--- config.mk ---
export PLATFORM = sky130hd
export DESIGN_NAME = shell_top
export DESIGN_NICKNAME = d
export VERILOG_FILES = /design/src/design/shell_pkg.sv /design/src/design/host_cmd_unit.sv /design/src/design/lane_bank.sv /design/src/design/resp_unit.sv /design/src/design/shell_top.sv
export VERILOG_INCLUDE_DIRS = /design/src /design/src/design
export SDC_FILE = /design/constraint.sdc
export NUM_CORES = 2
export LEC_CHECK = 0
export ABC_CLOCK_PERIOD_IN_PS = 4800
export BUFFER_PORTS_ARGS = -buffer_cell sky130_fd_sc_hd__buf_4
export CORE_MARGIN = 1
export CORE_UTILIZATION = 40
export DETAILED_ROUTE_END_ITERATION = 6
export SYNTH_ARGS = -nofsm -noshare
export SYNTH_HDL_FRONTEND = slang
export SYNTH_SLANG_ARGS = --single-unit
--- constraint.sdc ---
create_clock -name clk_out -period 4.8 [get_ports clk_out]
set_clock_uncertainty 0.2 [all_clocks]
set_input_delay 0.48 -clock clk_out [delete_from_list [all_inputs] [get_ports clk_out]]
set_output_delay 0.48 -clock clk_out [all_outputs]
set_load 0.02 [all_outputs]
--- src/design/shell_consts.svh ---
`ifndef SHELL_CONSTS_SVH
`define SHELL_CONSTS_SVH

// ----------------------------------------------------------------------
// host command format
// ----------------------------------------------------------------------

// byte address, word and id widths
`define SH_ADDR_W        16
`define SH_DATA_W        32
`define SH_ID_W          6

// ----------------------------------------------------------------------
// on-chip memory geometry
// ----------------------------------------------------------------------

// four 32-bit lanes, one per word slot in a 16-byte row
`define SH_NUM_BANKS     4
`define SH_LANE_W        2
`define SH_BANK_ROWS     16
`define SH_ROW_W         4

// byte address bit positions of lane and row
`define SH_LANE_LSB      2
`define SH_ROW_LSB       4

// bits at and above this position must be zero for a valid address
`define SH_MEM_ADDR_W    8

// command strobe to response strobe, in cycles
`define SH_RESP_LAT      3

`endif

--- src/design/shell_pkg.sv ---
`include "shell_consts.svh"

package shell_pkg;

   // ----------------------------------------------------------------------
   // encodings
   // ----------------------------------------------------------------------

   typedef enum logic {
      OP_POKE = 1'b0,
      OP_PEEK = 1'b1
   } sh_op_e;

   // axi response codes, exokay is never returned
   typedef enum logic [1:0] {
      RESP_OKAY   = 2'd0,
      RESP_SLVERR = 2'd2,
      RESP_DECERR = 2'd3
   } sh_resp_e;

   // lane bank sweep state
   typedef enum logic {
      BANK_INIT  = 1'b0,
      BANK_READY = 1'b1
   } bank_state_e;

   // ----------------------------------------------------------------------
   // grouped signals
   // ----------------------------------------------------------------------

   typedef struct packed {
      sh_op_e                  op;
      logic [`SH_ADDR_W-1:0]   addr;
      logic [`SH_DATA_W-1:0]   wdata;
      logic [`SH_ID_W-1:0]     id;
   } host_cmd_t;

   // broadcast to every lane, only the matching lane acts
   typedef struct packed {
      sh_op_e                  op;
      logic [`SH_ROW_W-1:0]    row;
      logic [`SH_LANE_W-1:0]   lane;
      logic [`SH_DATA_W-1:0]   wdata;
      logic                    en;
   } bank_req_t;

   // what the response stage needs to know about a command
   typedef struct packed {
      logic [`SH_ID_W-1:0]     id;
      sh_op_e                  op;
      logic [`SH_LANE_W-1:0]   lane;
      sh_resp_e                resp;
   } req_tag_t;

   typedef struct packed {
      logic [`SH_ID_W-1:0]     id;
      sh_resp_e                resp;
      logic [`SH_DATA_W-1:0]   rdata;
   } host_resp_t;

endpackage

--- src/design/host_cmd_unit.sv ---
`timescale 1ns/1ps
`include "shell_consts.svh"

module host_cmd_unit import shell_pkg::*; (
   input  logic       clk_out,
   input  logic       sync_rst_n,

   // host side
   input  logic       cmd_valid_i,
   input  host_cmd_t  cmd_i,
   input  logic       mem_ready_i,

   // to the lane banks
   output bank_req_t  bank_req_o,

   // to the response unit
   output logic       tag_valid_o,
   output req_tag_t   tag_o
);

   logic                    out_of_range;
   sh_resp_e                resp_d;
   logic                    accept;

   logic                    req_en_q;
   logic                    tag_vld_q;
   sh_op_e                  op_q;
   logic [`SH_ROW_W-1:0]    row_q;
   logic [`SH_LANE_W-1:0]   lane_q;
   logic [`SH_DATA_W-1:0]   wdata_q;
   logic [`SH_ID_W-1:0]     id_q;
   sh_resp_e                resp_q;

   // ----------------------------------------------------------------------
   // classification
   // ----------------------------------------------------------------------

   // anything above the 256-byte window decodes to nothing
   assign out_of_range = |cmd_i.addr[`SH_ADDR_W-1:`SH_MEM_ADDR_W];

   always_comb begin
      if (out_of_range) begin
         resp_d = RESP_DECERR;
      end else if (!mem_ready_i) begin
         resp_d = RESP_SLVERR;
      end else begin
         resp_d = RESP_OKAY;
      end
   end

   assign accept = cmd_valid_i && (resp_d == RESP_OKAY);

   // ----------------------------------------------------------------------
   // request and tag stage
   // ----------------------------------------------------------------------

   always_ff @(posedge clk_out or negedge sync_rst_n) begin
      if (!sync_rst_n) begin
         req_en_q  <= 1'b0;
         tag_vld_q <= 1'b0;
      end else begin
         req_en_q  <= accept;
         // rejected commands still get a response
         tag_vld_q <= cmd_valid_i;
      end
   end

   always_ff @(posedge clk_out) begin
      if (cmd_valid_i) begin
         op_q    <= cmd_i.op;
         row_q   <= cmd_i.addr[`SH_ROW_LSB +: `SH_ROW_W];
         lane_q  <= cmd_i.addr[`SH_LANE_LSB +: `SH_LANE_W];
         wdata_q <= cmd_i.wdata;
         id_q    <= cmd_i.id;
         resp_q  <= resp_d;
      end
   end

   assign bank_req_o = '{op: op_q, row: row_q, lane: lane_q, wdata: wdata_q, en: req_en_q};

   assign tag_valid_o = tag_vld_q;
   assign tag_o       = '{id: id_q, op: op_q, lane: lane_q, resp: resp_q};

endmodule

--- src/design/lane_bank.sv ---
`timescale 1ns/1ps
`include "shell_consts.svh"

module lane_bank import shell_pkg::*; #(
   parameter int BANK_IDX = 0
) (
   input  logic                    clk_out,
   input  logic                    sync_rst_n,

   // function-level reset restarts the clearing sweep
   input  logic                    flr_i,

   input  bank_req_t               bank_req_i,

   output logic [`SH_DATA_W-1:0]   rdata_o,
   output logic                    init_done_o
);

   localparam logic [`SH_LANE_W-1:0] MY_LANE  = `SH_LANE_W'(BANK_IDX);
   localparam logic [`SH_ROW_W-1:0]  LAST_ROW = `SH_ROW_W'(`SH_BANK_ROWS - 1);

   logic [`SH_DATA_W-1:0]   mem [`SH_BANK_ROWS];
   logic [`SH_DATA_W-1:0]   rdata_q;

   bank_state_e             state_q;
   logic [`SH_ROW_W-1:0]    init_row_q;
   logic                    hit;
   logic                    wr_en;

   // ----------------------------------------------------------------------
   // initialisation sweep
   // ----------------------------------------------------------------------

   // one row cleared per cycle, ready after the last one
   always_ff @(posedge clk_out or negedge sync_rst_n) begin
      if (!sync_rst_n) begin
         state_q    <= BANK_INIT;
         init_row_q <= '0;
      end else if (flr_i) begin
         state_q    <= BANK_INIT;
         init_row_q <= '0;
      end else if (state_q == BANK_INIT) begin
         init_row_q <= init_row_q + 1'b1;
         if (init_row_q == LAST_ROW) begin
            state_q <= BANK_READY;
         end
      end
   end

   assign init_done_o = (state_q == BANK_READY);

   // ----------------------------------------------------------------------
   // lane access
   // ----------------------------------------------------------------------

   assign hit = bank_req_i.en && (bank_req_i.lane == MY_LANE);

   // sweep owns the write port until it is done
   assign wr_en = hit && (bank_req_i.op == OP_POKE) && (state_q == BANK_READY);

   always_ff @(posedge clk_out) begin
      if (state_q == BANK_INIT) begin
         mem[init_row_q] <= '0;
      end else if (wr_en) begin
         mem[bank_req_i.row] <= bank_req_i.wdata;
      end
   end

   // old word on a poke, response stage drops it anyway
   always_ff @(posedge clk_out) begin
      if (hit) begin
         rdata_q <= mem[bank_req_i.row];
      end
   end

   assign rdata_o = rdata_q;

endmodule

--- src/design/resp_unit.sv ---
`timescale 1ns/1ps
`include "shell_consts.svh"

module resp_unit import shell_pkg::*; (
   input  logic                                       clk_out,
   input  logic                                       sync_rst_n,

   // from the command unit
   input  logic                                       tag_valid_i,
   input  req_tag_t                                   tag_i,

   // from the lane banks
   input  logic [`SH_NUM_BANKS-1:0][`SH_DATA_W-1:0]   bank_rdata_i,
   input  logic [`SH_NUM_BANKS-1:0]                   bank_init_done_i,

   output logic                                       mem_ready_o,
   output logic                                       resp_valid_o,
   output host_resp_t                                 resp_o
);

   // command stage and response stage take one cycle each
   localparam int TAG_STAGES = `SH_RESP_LAT - 2;

   logic [TAG_STAGES-1:0]   tag_vld_q;
   req_tag_t                tag_q [TAG_STAGES];

   logic                    al_vld;
   req_tag_t                al_tag;
   logic [`SH_DATA_W-1:0]   lane_word;
   logic [`SH_DATA_W-1:0]   rdata_d;

   logic                    resp_vld_q;
   host_resp_t              resp_q;

   // ----------------------------------------------------------------------
   // tag alignment with the bank read stage
   // ----------------------------------------------------------------------

   always_ff @(posedge clk_out or negedge sync_rst_n) begin
      if (!sync_rst_n) begin
         tag_vld_q <= '0;
      end else begin
         tag_vld_q[0] <= tag_valid_i;
         for (int s = 1; s < TAG_STAGES; s++) begin
            tag_vld_q[s] <= tag_vld_q[s-1];
         end
      end
   end

   always_ff @(posedge clk_out) begin
      tag_q[0] <= tag_i;
      for (int s = 1; s < TAG_STAGES; s++) begin
         tag_q[s] <= tag_q[s-1];
      end
   end

   assign al_vld = tag_vld_q[TAG_STAGES-1];
   assign al_tag = tag_q[TAG_STAGES-1];

   // ----------------------------------------------------------------------
   // response forming
   // ----------------------------------------------------------------------

   assign lane_word = bank_rdata_i[al_tag.lane];

   // only a good peek carries data
   always_comb begin
      if ((al_tag.op == OP_PEEK) && (al_tag.resp == RESP_OKAY)) begin
         rdata_d = lane_word;
      end else begin
         rdata_d = '0;
      end
   end

   always_ff @(posedge clk_out or negedge sync_rst_n) begin
      if (!sync_rst_n) begin
         resp_vld_q <= 1'b0;
      end else begin
         resp_vld_q <= al_vld;
      end
   end

   always_ff @(posedge clk_out) begin
      if (al_vld) begin
         resp_q <= '{id: al_tag.id, resp: al_tag.resp, rdata: rdata_d};
      end
   end

   assign resp_valid_o = resp_vld_q;
   assign resp_o       = resp_q;

   // memory is ready once every lane has finished its sweep
   assign mem_ready_o = &bank_init_done_i;

endmodule

--- src/design/shell_top.sv ---
`timescale 1ns/1ps
`include "shell_consts.svh"

module shell_top import shell_pkg::*; (
   input  logic        clk_out,
   input  logic        sync_rst_n,

   // host commands, one strobe per command
   input  logic        cmd_valid_i,
   input  host_cmd_t   cmd_i,

   // function-level reset strobe
   input  logic        flr_i,

   // responses, in command order
   output logic        resp_valid_o,
   output host_resp_t  resp_o,

   output logic        mem_ready_o
);

   bank_req_t                                 bank_req;
   logic                                      tag_valid;
   req_tag_t                                  tag;

   logic [`SH_NUM_BANKS-1:0][`SH_DATA_W-1:0]  bank_rdata;
   logic [`SH_NUM_BANKS-1:0]                  bank_init_done;

   // ----------------------------------------------------------------------
   // command decode
   // ----------------------------------------------------------------------

   host_cmd_unit u_host_cmd_unit (
      .clk_out     (clk_out),
      .sync_rst_n  (sync_rst_n),
      .cmd_valid_i (cmd_valid_i),
      .cmd_i       (cmd_i),
      .mem_ready_i (mem_ready_o),
      .bank_req_o  (bank_req),
      .tag_valid_o (tag_valid),
      .tag_o       (tag)
   );

   // ----------------------------------------------------------------------
   // lane banks
   // ----------------------------------------------------------------------

   // request goes to all lanes, each one checks the lane field
   for (genvar g = 0; g < `SH_NUM_BANKS; g++) begin : gen_bank
      lane_bank #(
         .BANK_IDX (g)
      ) u_lane_bank (
         .clk_out     (clk_out),
         .sync_rst_n  (sync_rst_n),
         .flr_i       (flr_i),
         .bank_req_i  (bank_req),
         .rdata_o     (bank_rdata[g]),
         .init_done_o (bank_init_done[g])
      );
   end

   // ----------------------------------------------------------------------
   // responses and memory ready
   // ----------------------------------------------------------------------

   resp_unit u_resp_unit (
      .clk_out          (clk_out),
      .sync_rst_n       (sync_rst_n),
      .tag_valid_i      (tag_valid),
      .tag_i            (tag),
      .bank_rdata_i     (bank_rdata),
      .bank_init_done_i (bank_init_done),
      .mem_ready_o      (mem_ready_o),
      .resp_valid_o     (resp_valid_o),
      .resp_o           (resp_o)
   );

endmodule

**Word-level counts from Yosys, hierarchy flattened**

Memory sizes are Yosys's and may differ from the RTL's. A register that Yosys moved wholly into a read port is not among the register bits.
Cells that the tools add are included.

- Output and inout port bits: 42
- Logic and storage cells: 118
- Register bits: 111
- Memories kept: 5
- RAM bits: 2,059
- Bits of input ports: 59

- Reduce and logical (&&, ||, !) cells: 23
- Add/sub/neg operators: 4
- Equality and inequality tests: 11
- Bitwise gates (word level): 1
- Muxes and demuxes: 52
- $lt $le $gt $ge: 1

Memories:

| name | depth | bits a word | read ports | clocked after memory_dff | wr ports | RTL line | RTL |
|---|---|---|---|---|---|---|---|
| gen_bank[0].u_lane_bank.mem | 16 | 32 | 1 | 1 | 1 | lane_bank.sv:22 | `` logic [`SH_DATA_W-1:0] mem [`SH_BANK_ROWS]; `` |
| gen_bank[1].u_lane_bank.mem | 16 | 32 | 1 | 1 | 1 | lane_bank.sv:22 |  |
| gen_bank[2].u_lane_bank.mem | 16 | 32 | 1 | 1 | 1 | lane_bank.sv:22 |  |
| gen_bank[3].u_lane_bank.mem | 16 | 32 | 1 | 1 | 1 | lane_bank.sv:22 |  |
| u_resp_unit.tag_q | 1 | 11 | 1 | 0 | 1 | resp_unit.sv:25 | `req_tag_t tag_q [TAG_STAGES];` |

Operators with widths:

| kind | count |
|---|---|
| 32-bit two-way mux | 5 |
| 32-bit OR reduction | 4 |
| 32-bit binary-select mux with 2-bit select | 1 |
| 4-bit two-way mux | 12 |
| 1-bit two-way mux | 32 |
| 4-bit by 1-bit adder with 4-bit output (second input constant) | 4 |
| 4-bit equality test (second input constant) | 4 |
| 1-bit logical AND | 14 |
| 2-bit inequality test (second input constant) | 4 |
| 8-bit OR reduction | 1 |
| 2-bit zero test | 3 |
| 2-bit equality test (second input constant) | 2 |
| 2-bit two-way mux | 2 |
| 4-bit AND reduction | 1 |
| 2-bit by 3-bit less-than comparator with 1-bit output (second input constant) | 1 |
| 2-bit by 1-bit equality test with 1-bit output (second input constant) | 1 |
| 1-bit inverter | 1 |

**Longest topological paths before layout**

- Word-level depth: 9
- Gate-level depth with buffers: 8
- Depth with buffers taken out: 4

**Modules after synthesis**

Synthesis repeated with hierarchy kept, for this count alone.

- Cell total of the unflattened synthesis: 3,925
- Area, all modules: 87,258.7 sq um

Modules (own cells, without submodules):

| module | seq. area each (sq um) | area an instance (sq um) | times used | cells each |
|---|---|---|---|---|
| lane_bank (gen_bank[1].u_lane_bank ...) | 16,460.8 | 20,826.2 | 2 | 925 |
| lane_bank (gen_bank[3].u_lane_bank) | 16,460.8 | 20,823.7 | 1 | 929 |
| lane_bank (gen_bank[0].u_lane_bank) | 16,460.8 | 20,792.4 | 1 | 920 |
| resp_unit | 1,471.4 | 2,448.6 | 1 | 167 |
| host_cmd_unit | 1,461.4 | 1,541.5 | 1 | 59 |

**Worst setup path before layout**

No wires, ideal clock.

- Path type: flip-flop to flip-flop
- Start point: register u_host_cmd_unit.lane_q[1]
- End point: memory gen_bank[0].u_lane_bank.mem[4][0] in the netlist's numbering, enable pin
- Data required time: 4.139 ns
- Clock period less this slack: 4.202 ns
- Arrival time: 3.541 ns
- Setup time: 0.461 ns
- Stages on the path, launching flop included: 6
- Buffers on the path: 1
- Setup slack: 0.598 ns
- Cells stage by stage: edfxtp_1 > nor4b_4 > and2_1 > buf_2 > mux2i_1 > nor3_1

- Word-level cells in the longest chain between the ends: 9
- Elaborated cells between the ends (all ways): 10
- Classes of those cells: mux (5); reduce/logical (5)

Ends and longest elaborated chain:

| item | RTL line | RTL |
|---|---|---|
| start, declared | host_cmd_unit.sv:29 | `` logic [`SH_LANE_W-1:0] lane_q; `` |
| start signal, assigned | host_cmd_unit.sv:72 | `` lane_q <= cmd_i.addr[`SH_LANE_LSB +: `SH_LANE_W]; `` |
| 2-bit zero test (*) | lane_bank.sv:56 | `assign hit = bank_req_i.en && (bank_req_i.lane == MY_LANE);` |
| 1-bit logical AND (*) | lane_bank.sv:56 |  |
| 1-bit logical AND (*) (2 in series) | lane_bank.sv:59 | `assign wr_en = hit && (bank_req_i.op == OP_POKE) && (state_q == BANK_READY);` |
| 1-bit two-way mux (*) | lane_bank.sv:64 | `end else if (wr_en) begin` |
| 1-bit two-way mux (*) | lane_bank.sv:62 | `if (state_q == BANK_INIT) begin` |
| 1-bit two-way mux (implied by the code) (*) | lane_bank.sv:65 | `mem[bank_req_i.row] <= bank_req_i.wdata;` |
| 32-bit OR reduction (no source line) | -- |  |
| 4-bit two-way mux (no source line) or 1-bit two-way mux (tied branches) | -- |  |
| end, declared | lane_bank.sv:22 |  |

Mark *: on every way between the ends. The rest lies on a longest branch, timed or not.

**Final worst setup path**

- Start point: register gen_bank[1].u_lane_bank.state_q
- End point: output mem_ready_o

- Word-level cells in the longest chain between the ends: 1

Ends and longest elaborated chain:

| item | RTL line | RTL |
|---|---|---|
| start, declared | lane_bank.sv:25 | `bank_state_e state_q;` |
| start signal, assigned | lane_bank.sv:37 | `state_q <= BANK_INIT;` |
| start signal, assigned | lane_bank.sv:40 | `state_q <= BANK_INIT;` |
| start signal, assigned | lane_bank.sv:45 | `state_q <= BANK_READY;` |
| 4-bit AND reduction | resp_unit.sv:93 | `assign mem_ready_o = &bank_init_done_i;` |
| end, declared | shell_top.sv:19 | `output logic mem_ready_o` |

No other way between the ends.

==> reports/qor_table.md <==
| Quantity | Reported | Unit |
| --- | --- | --- |
| Worst hold path depth | 2 | - |
| Number of DRC violations after detailed routing | 0 | - |
| Depth of the CTS H-tree | 4 | - |
| Syn_area_per_cell | 22.11 | µm² |
| Maximum clock path buffer count | 3 | - |
| Die height | 468.8 | µm |
| Non-filler instance count after layout | 7308 | - |
| Area of all sequential standard cells | 68780 | µm² |
| Final Max Slew Viols | 0 | - |
| Detail-routed net length per standard cell | 31.56 | µm |
| Final-layout fill cell count | 17.60k | - |
| Area overhead of the layout relative to synthesis | 15.22 | % |
| Initial drt markers | 4532 | - |
| Critical-path maximum fanout | 27 | - |
| Clock root buffer master | sky130_fd_sc_hd__clkbuf_16 | - |
| Crit end category | output port | - |
| Yosys cell types | 35 | - |
| Number of buffers added for setup after CTS | 0 | - |
| Warnings from Yosys | 0 | - |
| Minimum setup slack in the final design | 0.9588 | ns |
| TritonCTS clock tree | yes | - |
| Worst skew pair latency | 0.88 | ns |
| Total Routed Length | 230700 | µm |
| Synth Cell Area | 87150 | µm² |
| Final setup violation count | 0 | - |
| Worst r2r path cells | 4 | - |
| Total area of multi-input combinational cells | 17660 | µm² |
| Number of placed I/O pins | 101 | - |
| Overall routing resource usage | 21.11 | % |
| Antenna violations before repair | 34 | - |
| Quantity of gates resized following cts | 0 | - |
| Antenna viol nets, final | 0 | - |
| Number of nets in the finished design | 4299 | - |
| Effective utilization at floorplan | 40.45 | % |
| Worst Path Required | 4.12 | ns |
| Post-Place Worst Slack | 1.059 | ns |
| Critical path type | reg2out | - |
| Main synth FF type | sky130_fd_sc_hd__edfxtp_1 | - |
| Number of enable flip-flop cells after synthesis | 2263 | - |
| Half-perimeter wire length of the detailed placement result | 132300 | µm |
| Ratio of cells with drive above 1 in the final layout | 26.20 | % |
| Maximum clock frequency | 260.3 | MHz |
| Total clock buffers created by CTS | 219 | - |
| Number of vias in the routed layout | 42.19k | - |
| Clk sinks | 2298 | - |
| Core box area | 215500 | µm² |
| Part of the Yosys area used for sequential elements | 78.91 | % |
| Via count of the first global-routing pass | 42.09k | - |
| Max IR drop VDD | 293.8 | µV |
| Max-slew headroom | 16.67 | % |
| Clk slew on worst S/H paths | 0.06 | ns |
| Minimum hold slack | 0.1138 | ns |
| First drt pass iteration count | 5 | - |
| Kind of start point of the critical path | flip-flop | - |
| Cell count after placement | 6798 | - |
| PwrDens | 423.7 | nW/µm² |
| Transition time of the tightest slew-check pin | 1.247 | ns |
| Cells after Synth | 3941 | - |
| Congestion Overflow GR | 0 | - |
| Maximum number of pins on one net before global-route repair | 129 | - |
| Post-Syn Nets | 4004 | - |
| Standard-cell rows | 170 | - |
| Capture point of the worst path | mem_ready_o | - |
| Tcrit/Tclk final | 80.03 | % |
| Most common library cell in the layout ignoring fill and taps | sky130_fd_sc_hd__edfxtp_1 | - |
| Number of synthesized register bits | 2298 | - |
| Final estimated routing congestion in global placement | 0.8592 | - |
| Total negative slack for setup checks | 0 | ns |
| Most used cells in the layout excluding fill and tap cells | sky130_fd_sc_hd__edfxtp_1, sky130_fd_sc_hd__mux4_2, sky130_fd_sc_hd__a22oi_1 | - |
| Number of port buffers | 98 | - |
| Die Span X | 468.8 | µm |
| Leak | 31.39 | nW |
| Tightest Hold Check Type | in2reg | - |
| Share of synthesized flip-flops with an asynchronous set or reset | 1.044 | % |
| Unrepaired setup endpoints after global routing | no | - |
| Endpoint of the worst register-to-register path | gen_bank[3].u_lane_bank.mem[2][28] | - |
| Number of buffers added to fix hold violations after cts | 55 | - |
| Startpoint of the lowest-slack register-to-register path | u_host_cmd_unit.row_q[1] | - |
| Number of hold violations in the final report | 0 | - |
| First-pass GRT wire length | 323300 | µm |
| WP data arrival | 3.16 | ns |
| Outcome | finished, final reports clean | - |
| Final critical delay including setup and external delays | 3.841 | ns |
| Register-to-Register Setup Slack | 1.04 | ns |
| Crit path launch | gen_bank[1].u_lane_bank.init_done_o | - |
| Max-cap violation count | 0 | - |
| Die footprint | 219800 | µm² |
| Post-detailed-route via-to-cell ratio | 5.773 | - |
[kinds of logic (layout without fill, tap and decap cells)]
group / after synthesis / in the layout / synth area share, %
buf+inv: 236 / 715 / 1.362
xor+xnor: 12 / 12 / 0.1206
simple gates: 470 / 470 / 2.782
flops: 2298 / 2298 / 78.91
compound gates: 321 / 321 / 2.665
mux: 600 / 600 / 14.10
other cells: 0 / 50 / 0
fa+ha+maj: 4 / 4 / 0.05743
[power by group]
part	total (W)	internal (W)	switching (W)
clock	0.0176	0.0101	0.00754
combinational	0.00235	0.000875	0.00148
sequential	0.0226	0.0223	0.000320
total	0.0425	0.0332	0.00934
[synth_stat cells (2+ instances only)]
master | n | area, µm²
sky130_fd_sc_hd__edfxtp_1 | 2263 | 67960
sky130_fd_sc_hd__mux4_2 | 502 | 11310
sky130_fd_sc_hd__a22oi_1 | 281 | 2110
sky130_fd_sc_hd__nand2_1 | 135 | 506.7
sky130_fd_sc_hd__and3_1 | 132 | 825.8
sky130_fd_sc_hd__mux2i_1 | 98 | 980.9
sky130_fd_sc_hd__clkbuf_1 | 95 | 356.6
sky130_fd_sc_hd__buf_2 | 91 | 455.4
sky130_fd_sc_hd__nor2_1 | 61 | 229.0
sky130_fd_sc_hd__and2_1 | 39 | 244.0
sky130_fd_sc_hd__nor3_1 | 36 | 180.2
sky130_fd_sc_hd__a21oi_1 | 33 | 165.2
sky130_fd_sc_hd__dfrtp_1 | 24 | 600.6
sky130_fd_sc_hd__nand3_1 | 24 | 120.1
sky130_fd_sc_hd__buf_4 | 20 | 150.1
sky130_fd_sc_hd__nor2b_1 | 17 | 106.4
sky130_fd_sc_hd__buf_6 | 15 | 168.9
sky130_fd_sc_hd__buf_1 | 12 | 45.04
sky130_fd_sc_hd__nand2b_1 | 12 | 75.07
sky130_fd_sc_hd__dfxtp_1 | 11 | 220.2
sky130_fd_sc_hd__xor2_1 | 7 | 61.31
sky130_fd_sc_hd__xnor2_1 | 5 | 43.79
sky130_fd_sc_hd__a31oi_1 | 4 | 25.02
sky130_fd_sc_hd__ha_1 | 4 | 50.05
sky130_fd_sc_hd__inv_1 | 3 | 11.26
sky130_fd_sc_hd__nand4b_1 | 3 | 26.28
sky130_fd_sc_hd__o21bai_1 | 3 | 22.52
sky130_fd_sc_hd__and3b_1 | 2 | 17.52
sky130_fd_sc_hd__and4bb_1 | 2 | 25.02
sky130_fd_sc_hd__nor4_1 | 2 | 12.51
[per-layer routing]
layer  global-route usage (%)  vias to the layer above  share of wire (%)
met1                    28.31                    22834                 39
met2                    34.72                     1736                 50
li1                         -                    17264                  -
met4                    7.963                        8                3.7
met5                        0                        -              0.027
met3                    3.434                      349                7.0
[area by class of cell]
cell class / count / area share [%]
inverters: 3 / 0.01121
diodes: 50 / 0.1246
clock inverters: 122 / 1.462
repair buffers: 307 / 2.878
well taps: 2838 / 3.536
clock buffers: 283 / 5.905
flip-flops and latches: 2298 / 68.50
multi-input cells: 1407 / 17.59
[critical path, cell delays in order, from the launching register on]
cell	delay, ns
sky130_fd_sc_hd__dfrtp_1	0.90
sky130_fd_sc_hd__buf_4	0.49
sky130_fd_sc_hd__nand4_1	0.50
sky130_fd_sc_hd__inv_1	0.23
sky130_fd_sc_hd__buf_4	0.17
[state kept, by name, summed over array words and instances (netlist names)]
name / flops
u_host_cmd_unit.row_q: 4
gen_bank.u_lane_bank.init_done_o: 4
u_resp_unit.al_vld: 1
gen_bank.u_lane_bank.rdata_o: 128
u_host_cmd_unit.id_q: 6
gen_bank.u_lane_bank.init_row_q: 16
u_resp_unit.tag_q: 11
u_host_cmd_unit.wdata_q: 32
u_resp_unit.resp_o: 40
gen_bank.u_lane_bank.mem: 2048
u_resp_unit.resp_valid_o: 1
u_host_cmd_unit.op_q: 1
u_host_cmd_unit.lane_q: 2
u_host_cmd_unit.resp_q: 2
u_host_cmd_unit.req_en_q: 1
u_host_cmd_unit.tag_valid_o: 1
[metrics by stage]
| step | util [%] | instance area [µm²] | total power, W |
|---|---|---|---|
| 4_1_cts | 46.54 | 100300 | 0.04282 |
| 6_report | 46.60 | 100400 | 0.04255 |
| 3_5_place_dp | 42.85 | 92330 | 0.02535 |
| 3_3_place_gp | 42.85 | 92330 | 0.02532 |
| 2_1_floorplan | - | 87150 | 0.02421 |
| 5_1_grt | 46.57 | 100400 | 0.04367 |
[how the worst min path moves through the flow]
stage / from / to / slack (ns)
2_1_floorplan: sync_rst_n / gen_bank[0].u_lane_bank.init_done_o / -0.02
3_3_place_gp: u_host_cmd_unit.resp_q[0] / u_resp_unit.tag_q[0][0] / 0.12
3_5_place_dp: u_host_cmd_unit.resp_q[1] / u_resp_unit.tag_q[0][1] / 0.13
4_1_cts: cmd_i[12] / u_host_cmd_unit.wdata_q[6] / 0.04
5_1_grt: cmd_i[8] / u_host_cmd_unit.wdata_q[2] / 0.08
6_report: cmd_i[35] / u_host_cmd_unit.wdata_q[29] / 0.11
Power figures use the tool's default switching activity.
